`src/fpMulPkg.sv`:
```
`default_nettype none

package fpMulPkg;

    // binary32 field view
    typedef struct packed {
        logic        sign;
        logic [7:0]  exp;
        logic [22:0] frc;
    } fp32Fields;

    // one float word, read raw or by fields
    typedef union packed {
        logic [31:0] raw;
        fp32Fields   f;
    } fp32U;

    // codes 5 to 7 fall back to rne
    typedef enum logic [2:0] {
        rne = 3'd0,
        rtz = 3'd1,
        rdn = 3'd2,
        rup = 3'd3,
        rmm = 3'd4
    } roundModeE;

    typedef enum logic [1:0] {
        spNone = 2'd0,
        spZero = 2'd1,
        spInf  = 2'd2,
        spNan  = 2'd3
    } specialE;

    typedef struct packed {
        logic isZero;
        logic isSub;
        logic isInf;
        logic isNan;
    } opClassT;

    typedef struct packed {
        logic        valid;
        logic        sign;
        logic [7:0]  expX;
        logic [7:0]  expY;
        logic [23:0] sigX;
        logic [23:0] sigY;
        opClassT     clsX;
        opClassT     clsY;
        roundModeE   rMode;
    } decodeT;

    typedef struct packed {
        logic              valid;
        logic              sign;
        logic signed [9:0] expSum;
        logic [47:0]       frcFull;
        specialE           special;
        roundModeE         rMode;
    } productT;

    typedef struct packed {
        logic valid;
        fp32U z;
        logic ovrf;
        logic udrf;
    } resultT;

    localparam logic [31:0] canonNan = 32'h7FC00000;
    localparam int          biasC    = 127;

endpackage

`default_nettype wire

```
`src/fpMulDecode.sv`:
```
`timescale 1ns/100ps
`default_nettype none

module fpMulDecode
    import fpMulPkg::*;
(
    input  logic      clk,
    input  logic      arstN,
    input  logic      inValid,
    input  fp32U      x,
    input  fp32U      y,
    input  roundModeE rMode,
    output decodeT    dec
);

    opClassT clsX;
    opClassT clsY;

    // classify by exponent and fraction fields
    function automatic opClassT classify(fp32U v);
        opClassT c;
        c.isZero = (v.f.exp == 8'h00) && (v.f.frc == '0);
        c.isSub  = (v.f.exp == 8'h00) && (v.f.frc != '0);
        c.isInf  = (v.f.exp == 8'hFF) && (v.f.frc == '0);
        c.isNan  = (v.f.exp == 8'hFF) && (v.f.frc != '0);
        return c;
    endfunction

    // hidden bit; subnormals flush to zero
    function automatic logic [23:0] significand(fp32U v);
        return (v.f.exp == 8'h00) ? 24'd0 : {1'b1, v.f.frc};
    endfunction

    assign clsX = classify(x);
    assign clsY = classify(y);

    always_ff @(posedge clk or negedge arstN) begin
        if (!arstN) begin
            dec <= '0;
        end else begin
            dec.valid <= inValid;
            dec.sign  <= x.f.sign ^ y.f.sign;
            dec.expX  <= x.f.exp;
            dec.expY  <= y.f.exp;
            dec.sigX  <= significand(x);
            dec.sigY  <= significand(y);
            dec.clsX  <= clsX;
            dec.clsY  <= clsY;
            dec.rMode <= rMode;
        end
    end

    // nan flag only ever comes from an all-ones exponent
    decNanExp: assert property (@(posedge clk) disable iff (!arstN)
        dec.valid && (dec.clsX.isNan || dec.clsY.isNan) |->
            (!dec.clsX.isNan || dec.expX == 8'hFF) &&
            (!dec.clsY.isNan || dec.expY == 8'hFF));

endmodule

`default_nettype wire

```
`src/fpMulBooth.sv`:
```
`timescale 1ns/100ps
`default_nettype none

module fpMulBooth
    import fpMulPkg::*;
(
    input  logic    clk,
    input  logic    arstN,
    input  decodeT  dec,
    output productT prod
);

    // multiplier with an implicit zero below bit 0 and two zeros on top
    logic [26:0]       yExt;
    logic [25:0]       pp;
    logic [47:0]       acc;
    logic signed [9:0] expSum;
    logic              zeroX;
    logic              zeroY;
    specialE           special;

    assign yExt = {2'b00, dec.sigY, 1'b0};

    // 13 radix-4 digits, each selects 0, +-X or +-2X
    always_comb begin
        acc = '0;
        pp  = '0;
        for (int i = 0; i < 13; i++) begin
            case (yExt[2*i+2 -: 3])
                3'b001, 3'b010: pp = {2'b00, dec.sigX};
                3'b011:         pp = {1'b0, dec.sigX, 1'b0};
                3'b100:         pp = -{1'b0, dec.sigX, 1'b0};
                3'b101, 3'b110: pp = -{2'b00, dec.sigX};
                default:        pp = '0;
            endcase
            // sign extend, then weight by 4^i
            acc = acc + ({{22{pp[25]}}, pp} << (2 * i));
        end
    end

    assign expSum = 10'({2'b00, dec.expX}) + 10'({2'b00, dec.expY}) - 10'(biasC);

    // subnormals count as zero
    assign zeroX = dec.clsX.isZero || dec.clsX.isSub;
    assign zeroY = dec.clsY.isZero || dec.clsY.isSub;

    always_comb begin
        if (dec.clsX.isNan || dec.clsY.isNan ||
            (dec.clsX.isInf && zeroY) || (dec.clsY.isInf && zeroX)) begin
            special = spNan;
        end else if (dec.clsX.isInf || dec.clsY.isInf) begin
            special = spInf;
        end else if (zeroX || zeroY) begin
            special = spZero;
        end else begin
            special = spNone;
        end
    end

    always_ff @(posedge clk or negedge arstN) begin
        if (!arstN) begin
            prod <= '0;
        end else begin
            prod.valid   <= dec.valid;
            prod.sign    <= dec.sign;
            prod.expSum  <= expSum;
            prod.frcFull <= acc;
            prod.special <= special;
            prod.rMode   <= dec.rMode;
        end
    end

    // flushed operand gives an all-zero product next cycle
    boothZeroSig: assert property (@(posedge clk) disable iff (!arstN)
        dec.valid && (dec.sigX == '0 || dec.sigY == '0) |=> prod.frcFull == '0);

endmodule

`default_nettype wire

```
`src/fpMulNormRound.sv`:
```
`timescale 1ns/100ps
`default_nettype none

module fpMulNormRound
    import fpMulPkg::*;
(
    input  logic        clk,
    input  logic        arstN,
    input  productT     prod,
    output resultT      res,
    output logic [25:0] frcNorm,
    output logic        normShift,
    output logic        roundCarry
);

    logic [47:0]       frcShifted;
    logic              lsbBit;
    logic              rndBit;
    logic              stkBit;
    logic              incr;
    logic [22:0]       frcRnd;
    logic signed [9:0] expFinal;
    logic              ovf;
    logic              udf;
    logic              infOnOvf;
    fp32U              zNext;
    logic              ovrfNext;
    logic              udrfNext;

    // one-position normalize; layout is hidden, fraction[23], round, sticky
    assign normShift  = prod.frcFull[47];
    assign frcShifted = normShift ? prod.frcFull : {prod.frcFull[46:0], 1'b0};
    assign frcNorm    = {frcShifted[47:23], |frcShifted[22:0]};

    assign lsbBit = frcNorm[2];
    assign rndBit = frcNorm[1];
    assign stkBit = frcNorm[0];

    always_comb begin
        case (prod.rMode)
            rtz:     incr = 1'b0;
            rdn:     incr = prod.sign && (rndBit || stkBit);
            rup:     incr = !prod.sign && (rndBit || stkBit);
            rmm:     incr = rndBit;
            default: incr = rndBit && (stkBit || lsbBit);
        endcase
    end

    assign {roundCarry, frcRnd} = {1'b0, frcNorm[24:2]} + 24'(incr);

    assign expFinal = prod.expSum + $signed({9'd0, normShift}) + $signed({9'd0, roundCarry});
    assign ovf      = expFinal >= 10'sd255;
    assign udf      = expFinal <= 10'sd0;

    // overflow saturates to max finite unless rounding points outward
    always_comb begin
        case (prod.rMode)
            rtz:     infOnOvf = 1'b0;
            rdn:     infOnOvf = prod.sign;
            rup:     infOnOvf = !prod.sign;
            default: infOnOvf = 1'b1;
        endcase
    end

    always_comb begin
        zNext.f.sign = prod.sign;
        zNext.f.exp  = expFinal[7:0];
        zNext.f.frc  = frcRnd;
        case (prod.special)
            spNan:   zNext.raw = canonNan;
            spInf:   zNext.raw = {prod.sign, 8'hFF, 23'd0};
            spZero:  zNext.raw = {prod.sign, 31'd0};
            default: begin
                if (ovf) begin
                    zNext.raw = infOnOvf ? {prod.sign, 8'hFF, 23'd0}
                                         : {prod.sign, 8'hFE, 23'h7FFFFF};
                end else if (udf) begin
                    zNext.raw = {prod.sign, 31'd0};
                end
            end
        endcase
    end

    assign ovrfNext = prod.valid && (prod.special == spNone) && ovf;
    assign udrfNext = prod.valid && (prod.special == spNone) && udf;

    always_ff @(posedge clk or negedge arstN) begin
        if (!arstN) begin
            res <= '0;
        end else begin
            res.valid <= prod.valid;
            res.z     <= zNext;
            res.ovrf  <= ovrfNext;
            res.udrf  <= udrfNext;
        end
    end

    // overflow and underflow are exclusive on every result
    resFlagsExcl: assert property (@(posedge clk) disable iff (!arstN)
        prod.valid |=> res.valid && !(res.ovrf && res.udrf));

endmodule

`default_nettype wire

```
`src/fpMulChecker.sv`:
```
`timescale 1ns/100ps
`default_nettype none

module fpMulChecker
    import fpMulPkg::*;
(
    input  logic        clk,
    input  logic        arstN,
    input  decodeT      dec,
    input  productT     prod,
    input  logic [25:0] frcNorm,
    input  logic        normShift,
    input  logic        roundCarry,
    input  resultT      res
);

    logic        zeroFinite;
    logic        rtzQ;
    logic [22:0] truncQ;
    logic [47:0] sigProd;

    // zero or subnormal against anything finite
    assign zeroFinite =
        ((dec.clsX.isZero || dec.clsX.isSub) && !dec.clsY.isInf && !dec.clsY.isNan) ||
        ((dec.clsY.isZero || dec.clsY.isSub) && !dec.clsX.isInf && !dec.clsX.isNan);

    // plain integer product of the decoded significands
    assign sigProd = 48'(dec.sigX) * 48'(dec.sigY);

    // truncated fraction held one stage for the rtz check
    always_ff @(posedge clk or negedge arstN) begin
        if (!arstN) begin
            rtzQ   <= 1'b0;
            truncQ <= '0;
        end else begin
            rtzQ   <= prod.valid && (prod.rMode == rtz) && (prod.special == spNone);
            truncQ <= frcNorm[24:2];
        end
    end

    chkSubIsZero: assert property (@(posedge clk) disable iff (!arstN)
        dec.valid && zeroFinite |-> ##2 res.valid && res.z.raw == {$past(dec.sign, 2), 31'd0});

    chkSign: assert property (@(posedge clk) disable iff (!arstN)
        dec.valid |-> ##2 (res.z.raw == canonNan || res.z.f.sign == $past(dec.sign, 2)));

    chkNormMsb: assert property (@(posedge clk) disable iff (!arstN)
        prod.valid && prod.special == spNone |-> frcNorm[25]);

    // shift decision follows bit 47 of the true significand product
    chkNormShift: assert property (@(posedge clk) disable iff (!arstN)
        dec.valid |=> normShift == $past(sigProd[47]));

    // rtz keeps the truncated fraction unless a flag took over
    chkRtz: assert property (@(posedge clk) disable iff (!arstN)
        rtzQ && !res.ovrf && !res.udrf |-> res.z.f.frc == truncQ);

    chkCarry: assert property (@(posedge clk) disable iff (!arstN)
        prod.valid && roundCarry |-> &frcNorm[24:2]);

endmodule

`default_nettype wire

```
`src/fpMul.sv`:
```
`timescale 1ns/100ps
`default_nettype none

module fpMul
    import fpMulPkg::*;
(
    input  logic      clk,
    input  logic      arstN,
    input  logic      inValid,
    input  fp32U      x,
    input  fp32U      y,
    input  roundModeE rMode,
    output logic      outValid,
    output fp32U      z,
    output logic      ovrf,
    output logic      udrf
);

    decodeT      dec;
    productT     prod;
    resultT      res;
    logic [25:0] frcNorm;
    logic        normShift;
    logic        roundCarry;

    fpMulDecode i_fpMulDecode (
        .clk     (clk),
        .arstN   (arstN),
        .inValid (inValid),
        .x       (x),
        .y       (y),
        .rMode   (rMode),
        .dec     (dec)
    );

    fpMulBooth i_fpMulBooth (
        .clk   (clk),
        .arstN (arstN),
        .dec   (dec),
        .prod  (prod)
    );

    fpMulNormRound i_fpMulNormRound (
        .clk        (clk),
        .arstN      (arstN),
        .prod       (prod),
        .res        (res),
        .frcNorm    (frcNorm),
        .normShift  (normShift),
        .roundCarry (roundCarry)
    );

    fpMulChecker i_fpMulChecker (
        .clk        (clk),
        .arstN      (arstN),
        .dec        (dec),
        .prod       (prod),
        .frcNorm    (frcNorm),
        .normShift  (normShift),
        .roundCarry (roundCarry),
        .res        (res)
    );

    assign outValid = res.valid;
    assign z        = res.z;
    assign ovrf     = res.ovrf;
    assign udrf     = res.udrf;

endmodule

`default_nettype wire

```
`config.mk`:
```
export PLATFORM = sky130hd
export DESIGN_NAME = fpMul
export DESIGN_NICKNAME = d
export VERILOG_FILES = /design/src/fpMulPkg.sv /design/src/fpMulDecode.sv /design/src/fpMulBooth.sv /design/src/fpMulNormRound.sv /design/src/fpMulChecker.sv /design/src/fpMul.sv
export SDC_FILE = /design/constraint.sdc
export NUM_CORES = 1
export LEC_CHECK = 0
export ABC_AREA = 1
export BUFFER_PORTS_ARGS = -buffer_cell sky130_fd_sc_hd__buf_2
export CORE_MARGIN = 2
export CORE_UTILIZATION = 35
export CTS_BUF_LIST = sky130_fd_sc_hd__clkbuf_8
export DETAILED_ROUTE_END_ITERATION = 16
export GPL_TIMING_DRIVEN = 0
export PLACE_DENSITY = 0.51
export SETUP_SLACK_MARGIN = 0.05
export SLEW_MARGIN = 0
export SYNTH_ARGS = -nofsm -noshare
export SYNTH_HDL_FRONTEND = slang
export SYNTH_HIERARCHICAL = 1
export SYNTH_SLANG_ARGS = --single-unit
```
`constraint.sdc`:
```
create_clock -name clk -period 10.8 [get_ports clk]
set_input_delay 2.16 -clock clk [delete_from_list [all_inputs] [get_ports clk]]
set_output_delay 2.16 -clock clk [all_outputs]
set_load 0.02 [all_outputs]
```
# After elaboration in Yosys (flattened, before gate mapping)
# Index checks and enable logic that the tools add are counted.
[word_totals]
reg_bits = 177
in_bits = 70
output_inout_bits = 35
elab_cells = 206
[op_classes]
addsub = 19
order_cmp = 2
n_eq_ne = 78
n_mux = 25
bitwise_logic = 1
reduce_logical = 56
[ops]
columns = ["op", "n"]
rows = [
  ["case mux 26 bit (4 select lines)", 11],
  ["adder 48 bit", 11],
  ["== test 3 bit (second input constant)", 34],
  ["two-way mux 24 bit", 4],
  ["case mux 32 bit (3 select lines)", 1],
  ["case mux 26 bit (3 select lines)", 1],
  ["== test 3 x 2 -> 1 bit (second input constant)", 24],
  ["two-way mux 31 bit", 2],
  ["two-way mux 47 bit", 1],
  ["zero test 23 bit", 2],
  ["nonzero test 23 bit", 2],
  ["OR reduction 2 bit", 22],
  ["== test 3 x 1 -> 1 bit (second input constant)", 12],
  ["adder 26 x 28 -> 29 bit", 1],
  ["negation 24 -> 26 bit", 1],
  ["negation 25 -> 26 bit", 1],
  ["adder 23 x 1 -> 24 bit", 1],
  ["OR reduction 23 bit", 1],
  ["adder 10 x 2 -> 10 bit", 2],
  ["== test 8 bit (second input constant)", 2],
  ["logical AND 1 bit", 16],
  ["zero test 8 bit", 2],
  ["greater-or-equal comparator 10 x 9 -> 1 bit (second input constant)", 1],
  ["<= comparator 10 x 1 -> 1 bit (second input constant)", 1],
  ["12 further kinds", 25],
]

# Depth between registers and ports, before layout
# Gate-level depths: netlist (run 1).
[depth]
depth_word = 15
mapped_depth = 52

# Cells and area by module
# Netlist (run 1), hierarchy kept.
[by_module_without_submodules]
columns = ["mod", "instances", "cells_each", "area_each_um2", "seq_area_each_um2"]
rows = [
  ["fpMulBooth", 1, 2641, 19753.9, 1626.6],
  ["fpMulNormRound", 1, 495, 3397.0, 875.8],
  ["fpMulDecode", 1, 251, 2642.5, 1926.8],
]

# Worst setup path after synthesis (run 1)
# No wires, ideal clock.
[synth_path]
path_kind = "register to register"
start = "register i_fpMulDecode/dec[35] (netlist name)"
end = "register i_fpMulBooth/prod[51] (netlist name)"
arrival_ns = 9.215
required_ns = 10.669
path_slack_ns = 1.454
path_stages_with_launch = 43
path_buffers = 3
cell_sequence = "dfrtp_1 buf_2 inv_1 clkbuf_1 ha_1 nand2_2 nor2_4 nand2_2 nor2_4 nand2_2 nor2_4 nand3_4 xor2_4 buf_2 o22ai_1 nor2_1 o21ai_0 fa_1 [7 not listed] nand2_1 o21ai_2 nand3_1 nand3b_1 nand2_1 inv_1 fa_1 fa_1 fa_1 fa_1 inv_1 ha_1 a21o_1 a31oi_1 o21ai_0 a221oi_1 o21ai_0 xor2_1"
[synth_via]
elab_chain_cells = 14
word_cells_on_any_way = 27
[synth_rtl]
columns = ["item", "line_no", "text"]
rows = [
  ["negation 25 -> 26 bit or negation 24 -> 26 bit (tied branches)", "fpMulBooth.sv:32, fpMulBooth.sv:33", ""],
  ["case mux 26 bit (4 select lines) or case mux 26 bit (3 select lines) (tied branches)", "fpMulBooth.sv:29", "case (yExt[2*i+2 -: 3])"],
  ["adder 26 x 28 -> 29 bit", "fpMulBooth.sv:37", "acc = acc + ({{22{pp[25]}}, pp} << (2 * i));"],
  ["adder 48 bit (10 in series)", "fpMulBooth.sv:37", ""],
  ["adder 48 bit (*)", "fpMulBooth.sv:37", ""],
  ["via i_fpMulBooth.acc[46]", "fpMulBooth.sv:16", "logic [47:0] acc;"],
]
# The timed path passes the listed nets; every way through them passes the cells marked *.

# Worst setup path after layout (run 1)
[layout_path]
start = "register i_fpMulDecode/dec[50] (netlist name)"
end = "register i_fpMulBooth/prod[51] (netlist name)"
[layout_via]
elab_chain_cells = 14
word_cells_on_any_way = 27
[layout_rtl]
columns = ["item", "line_no"]
rows = [
  ["negation 25 -> 26 bit or negation 24 -> 26 bit (tied branches)", "fpMulBooth.sv:32, fpMulBooth.sv:33"],
  ["case mux 26 bit (4 select lines) or case mux 26 bit (3 select lines) (tied branches)", "fpMulBooth.sv:29"],
  ["adder 26 x 28 -> 29 bit", "fpMulBooth.sv:37"],
  ["adder 48 bit (10 in series)", "fpMulBooth.sv:37"],
  ["adder 48 bit (*)", "fpMulBooth.sv:37"],
  ["via i_fpMulBooth.acc[46]", "fpMulBooth.sv:16"],
]
# Marks and branches as above.

==> results of run 1 <==
[final cells by class]
cell class,instances,area [sq um],share of cell area (%)
clock buffers,17,234.0,0.8156
multi-input cells,2367,18380,64.07
repair buffers,136,790.8,2.756
flip-flops and latches,177,4432,15.45
plain buffers,180,967.2,3.371
clock inverters,15,172.7,0.6019
diodes,1,2.502,0.008723
well taps,959,1200,4.183
inverters,656,2507,8.740
[state kept, by name, indices dropped and copies added (netlist names)]
name                  flops
i_fpMulNormRound/res     35
i_fpMulBooth/prod        65
i_fpMulDecode/dec        77
[metal layers]
layer	share of wire, %	vias up	GRT usage [%]	routed length (um)
met2	43	1633	50.67	53950
met4	7.3	2	19.39	9042
met5	0.010	-	0	13
li1	-	11510	-	-
met1	39	12780	41.44	48940
met3	10	470	8.621	12490
[placed cells by master (no fill, tap or decap), drive strengths merged, types with 4 or more instances in the layout]
cell,count
nand3,130
nand2,579
nand3b,4
dfrtp,177
o221ai,45
ha,116
a21oi,153
a221o,27
buf,189
a22oi,10
a31oi,6
nor4,11
o21bai,7
clkinv,28
o2111ai,37
o22ai,235
inv,634
o21ai,169
or2,15
clkbuf,144
a21o,17
clkinvlp,8
xnor2,14
fa,277
nor2,316
xor2,60
nand4,23
nor3,17
a221oi,79
[worst paths after layout]
| check | cells past startpoint | end | from |
|---|---|---|---|
| worst max register to register | 34 | i_fpMulBooth/prod[51] | i_fpMulDecode/dec[50] |
| max in group asynchronous | 2 | i_fpMulDecode/dec[43] | arstN |
| worst min-delay path | 0 | i_fpMulBooth/prod[2] | i_fpMulDecode/dec[2] |
| worst min register to register | 0 | i_fpMulBooth/prod[2] | i_fpMulDecode/dec[2] |
| min in group asynchronous | 1 | i_fpMulNormRound/res[8] | arstN |
| worst max-delay path | 34 | i_fpMulBooth/prod[51] | i_fpMulDecode/dec[50] |
[metrics by stage]
step	TNS (ns)	utilization [%]	cell area, sq um	hold WS [ns]	instances
finish	0	39.32	28690	0.3444	4508
global route	0	39.32	28690	0.3615	4508
CTS	0	38.65	28200	0.3498	4487
detailed placement	-40.78	37.73	27530	0.3347	4447
global placement	-40.01	37.68	27490	0.3322	4446
floorplan	0	-	25770	0.3312	3383
[worst max-delay path, delay by kind of cell (launching register included)]
family | cells | cell delay, ns
xor gates and xnor gates | 2 | 0.69
DFF | 1 | 0.56
and+or+nand+nor | 7 | 0.95
adders and majority gates | 9 | 4.28
AOI/OAI and AO/OA | 10 | 2.50
buffers and inverters | 6 | 1.30
[repair_timing]
| item | 4_1_cts | 5_1_grt |
|---|---|---|
| setup buffers | 9 | 22 |
| gates resized for setup | 51 | 79 |
| hold buffers | 0 | 0 |
| pin swaps | 5 | 15 |
| endpoints found under the setup margin | 30 | 24 |
==> flow_summary.yaml, run 1 <==
worst_setup_path:
  required_ns: 11.22
  cp_common_cell: "fa_1"
  start_kind: "register"
  crit_path_max_fanout: 10
  criticalPathCategory: "reg2reg"
  max_stage_delay_ns: 0.56
  end_kind: "register"
  reg2reg_slack_ns: 0.37
  crit_arrival_ns: 10.85
  critPathSlowestCell: "dfrtp_1"
global_route:
  antenna_found_initial: 4
  grt_pass1_wl_mm: 179.8
  grt_max_degree: 92
  grt_usage_pct: 32.86
  grt_pass1_vias: 26180
  grt_overflow: 0
detailed_routing:
  drc: 0
  dr.pass1.iters: 7
  vias: 26400
  routed_via_density: 5.856
  first_iter_violations: 3742
  wl_mm: 124.4
  drtAntennaViolNets: 0
  routedWlPerCell_um: 27.60
place:
  post-place-ws_ns: -1.890
  io_buffers: 104
  hpwl_mm: 100.5
  globalplace.congestion: 1.050
cells_and_area:
  fin_nets: 3998
  syn2layout_area_growth_pct: 11.32
  layout-drive-gt1-share_pct: 13.36
  n_fill_cell: 7762
floorplan:
  placementRows: 99
  dieArea_sq_mm: 0.07582
  die_w_um: 275.4
  coreArea_sq_mm: 0.07296
  ios: 105
  dieHeight_um: 275.4
  start_util_pct: 35.32
logic_synthesis:
  synth_nets: 3846
  synthCells: 3383
  yosys_warnings: 6
  synth_area_sq_mm: 0.02577
  synth_area_per_cell_sq_um: 7.618
clocking:
  cts_buffers: 17
  clock_latency_ns: 0.57
  cts_max_level: 4
  clk_pin_slew_ns: 0.11
  cts_tree: "built"
  clockRootBuffer: "clkbuf_8"
  clk_path_buf_depth: 2
  cts_sinks: 177
sta:
  max_freq_mhz: 95.87
  slew_headroom_pct: 16.10
  hold_viol_final: 0
  period_share_pct: 96.58
  drv_slew: 0
  post-route-min-period_ns: 10.43
  rsz0062_at_grt: "true"
  setup_viol: 0
  setup_ws_ns: 0.3688
  tightestPinTransition_ns: 1.254
  finalClockSkew_ns: 0.05385
status:
  status: "complete, no violations"
hold_path:
  hp-class: "reg2reg"
job:
  drv_cap: 0
Power of run 1 is not shown: default switching activity piles up to over one toggle a cycle in this logic, so the estimate is an artifact.
==> run 2: changes to the inputs <==
--- a/config.mk
+++ b/config.mk
@@ -7,12 +7,12 @@
 export LEC_CHECK = 0
 export ABC_AREA = 1
 export BUFFER_PORTS_ARGS = -buffer_cell sky130_fd_sc_hd__buf_2
-export CORE_MARGIN = 2
 export CORE_UTILIZATION = 35
 export CTS_BUF_LIST = sky130_fd_sc_hd__clkbuf_8
 export DETAILED_ROUTE_END_ITERATION = 16
 export GPL_TIMING_DRIVEN = 0
 export PLACE_DENSITY = 0.51
+export REMOVE_ABC_BUFFERS = 1
 export SETUP_SLACK_MARGIN = 0.05
 export SLEW_MARGIN = 0
 export SYNTH_ARGS = -nofsm -noshare
==> flow_summary.yaml, run 2 (same netlist as run 1, synthesis figures left out) <==
status:
  status: "complete, but fails checks"
  violations: "max-capacitance violations, max-slew violations"
cells_and_area:
  reg_top3: "i_fpMulDecode/dec x77, i_fpMulBooth/prod x65, i_fpMulNormRound/res x35"
  mostFrequentLayoutCell: "inv_1"
  layout-drive-gt1-share_pct: 11.91
  postLayoutCellArea_sq_mm: 0.02749
  n_antenna_cell: 0
  syn2layout_area_growth_pct: 6.671
  fin_cells: 4333
  largest_reg_flops: 77
  final_cell_mix: "inv_1 (605), nand2_1 (529), nor2_1 (282)"
  regMostFlops: "i_fpMulDecode/dec"
  fin_nets: 3825
floorplan:
  coreArea_sq_mm: 0.07296
  start_util_pct: 35.32
  dieArea_sq_mm: 0.07472
  placementRows: 99
  ios: 105
  die_w_um: 273.4
  dieHeight_um: 273.4
global_route:
  grt_usage_pct: 25.20
  grt_pass1_wl_mm: 144.9
  grt_overflow: 0
  grt_max_degree: 119
  antenna_found_initial: 0
  grt_pass1_vias: 24110
hold_path:
  hp-class: "reg2reg"
  holdPathEnd: "i_fpMulBooth/prod[0]"
  hold_path_depth: 0
  hp-start: "i_fpMulDecode/dec[0]"
worst_setup_path:
  crit_path_max_fanout: 24
  start_kind: "register"
  crit_arrival_ns: 10.75
  cp_common_cell: "nand2_1"
  max_stage_delay_ns: 0.64
  critPathSlowestCell: "fa_2"
  cp-startpoint: "i_fpMulDecode/dec[38]"
  reg2reg_slack_ns: 0.52
  required_ns: 11.27
  reg2reg_to: "i_fpMulBooth/prod[47]"
  ff2ff_path_depth: 41
  end_kind: "register"
  criticalPathCategory: "reg2reg"
  r2r_start: "i_fpMulDecode/dec[38]"
clocking:
  clk_path_buf_depth: 2
  cts_sinks: 177
  cts_max_level: 4
  cts_buffers: 17
  clk_pin_slew_ns: 0.11
  cts_tree: "built"
  clockRootBuffer: "clkbuf_8"
  clock_latency_ns: 0.58
sta:
  setup_viol: 0
  hold_viol_final: 0
  rsz0062_at_grt: "false"
  finalClockSkew_ns: 0.04513
  drv_slew: 33
  tightestPinTransition_ns: 1.532
  slew_headroom_pct: -2.501
  post-route-min-period_ns: 10.28
  period_share_pct: 95.20
  worst_hold_slack_ns: 0.3598
  max_freq_mhz: 97.26
  setup_tns_ns: 0
detailed_routing:
  routedWlPerCell_um: 21.62
  vias: 24390
  wl_mm: 93.66
  drc: 0
  dr.pass1.iters: 7
  first_iter_violations: 2685
  drtAntennaViolNets: 0
  routed_via_density: 5.628
place:
  io_buffers: 104
  placed_area_sq_mm: 0.02661
  placed_cells: 4265
  hpwl_mm: 72.46
  globalplace.congestion: 0.9507
job:
  drv_cap: 2
-- run 2: cell types whose count changed in the layout (fill, tap and decap cells not counted), sizes merged --
cell      before  now
clkbuf       144   18
buf          189  136
clkinvlp       8   20
inv          634  628
clkinv        28   26
bufinv         1    0
diode          1    0
o21ai        169  170
xor2          60   61
-- run 2: repair_timing --
item / 4_1_cts / 5_1_grt
hold buffers: 0 / 0
gates cloned: 4 / 3
pin swaps: 2 / 4
endpoints found under the setup margin: 30 / 21
gates resized for setup: 28 / 38
buffers inserted: 11 / 18
-- run 2: layout make-up --
type	count	area (sq um)
clock buffers	18	247.7
inverters	656	2544
repair buffers	136	798.3
well taps	959	1200
multi-input cells	2369	18110
repair inverters	5	25.02
clock inverters	13	121.4
fillers	7794	45470
flip-flops and latches	177	4439
-- run 2: layer usage --
layer / wire, um / up-vias / part of all wire (%) / global-route usage (%)
met2: 42990 / 1326 / 46 / 40.96
met3: 8078 / 271 / 8.6 / 4.789
met4: 4182 / 0 / 4.5 / 11.13
li1: - / 11140 / - / -
met1: 38410 / 11660 / 41 / 32.45
met5: 0 / - / 0 / 0
-- run 2: worst max-delay path, delay by kind of cell, from the launching register on --
family | cells | cell delay (ns)
AOI/OAI and AO/OA | 8 | 1.75
adders and majority gates | 9 | 4.51
buffers and inverters | 8 | 1.19
DFF | 1 | 0.61
and+or+nand+nor | 16 | 2.10
-- run 2: worst max-delay path by stage --
stage	end	slack, ns	cells past startpoint
detailed placement	i_fpMulBooth/prod[47]	-1.85	45
global route	i_fpMulBooth/prod[52]	0.06	46
floorplan	i_fpMulBooth/prod[51]	0.98	38
finish	i_fpMulBooth/prod[47]	0.52	41
global placement	i_fpMulBooth/prod[52]	-2.40	41
CTS	i_fpMulBooth/prod[52]	0.06	45
-- run 2: stage by stage --
| step | util (%) | setup slack (ns) |
|---|---|---|
| global placement | 36.39 | -2.402 |
| global route | 37.68 | 0.05625 |
| detailed placement | 36.47 | -1.847 |
| floorplan | - | 0.9782 |
| CTS | 37.25 | 0.06154 |
| finish | 37.68 | 0.5187 |
Power of run 2 is left out for the same reason.
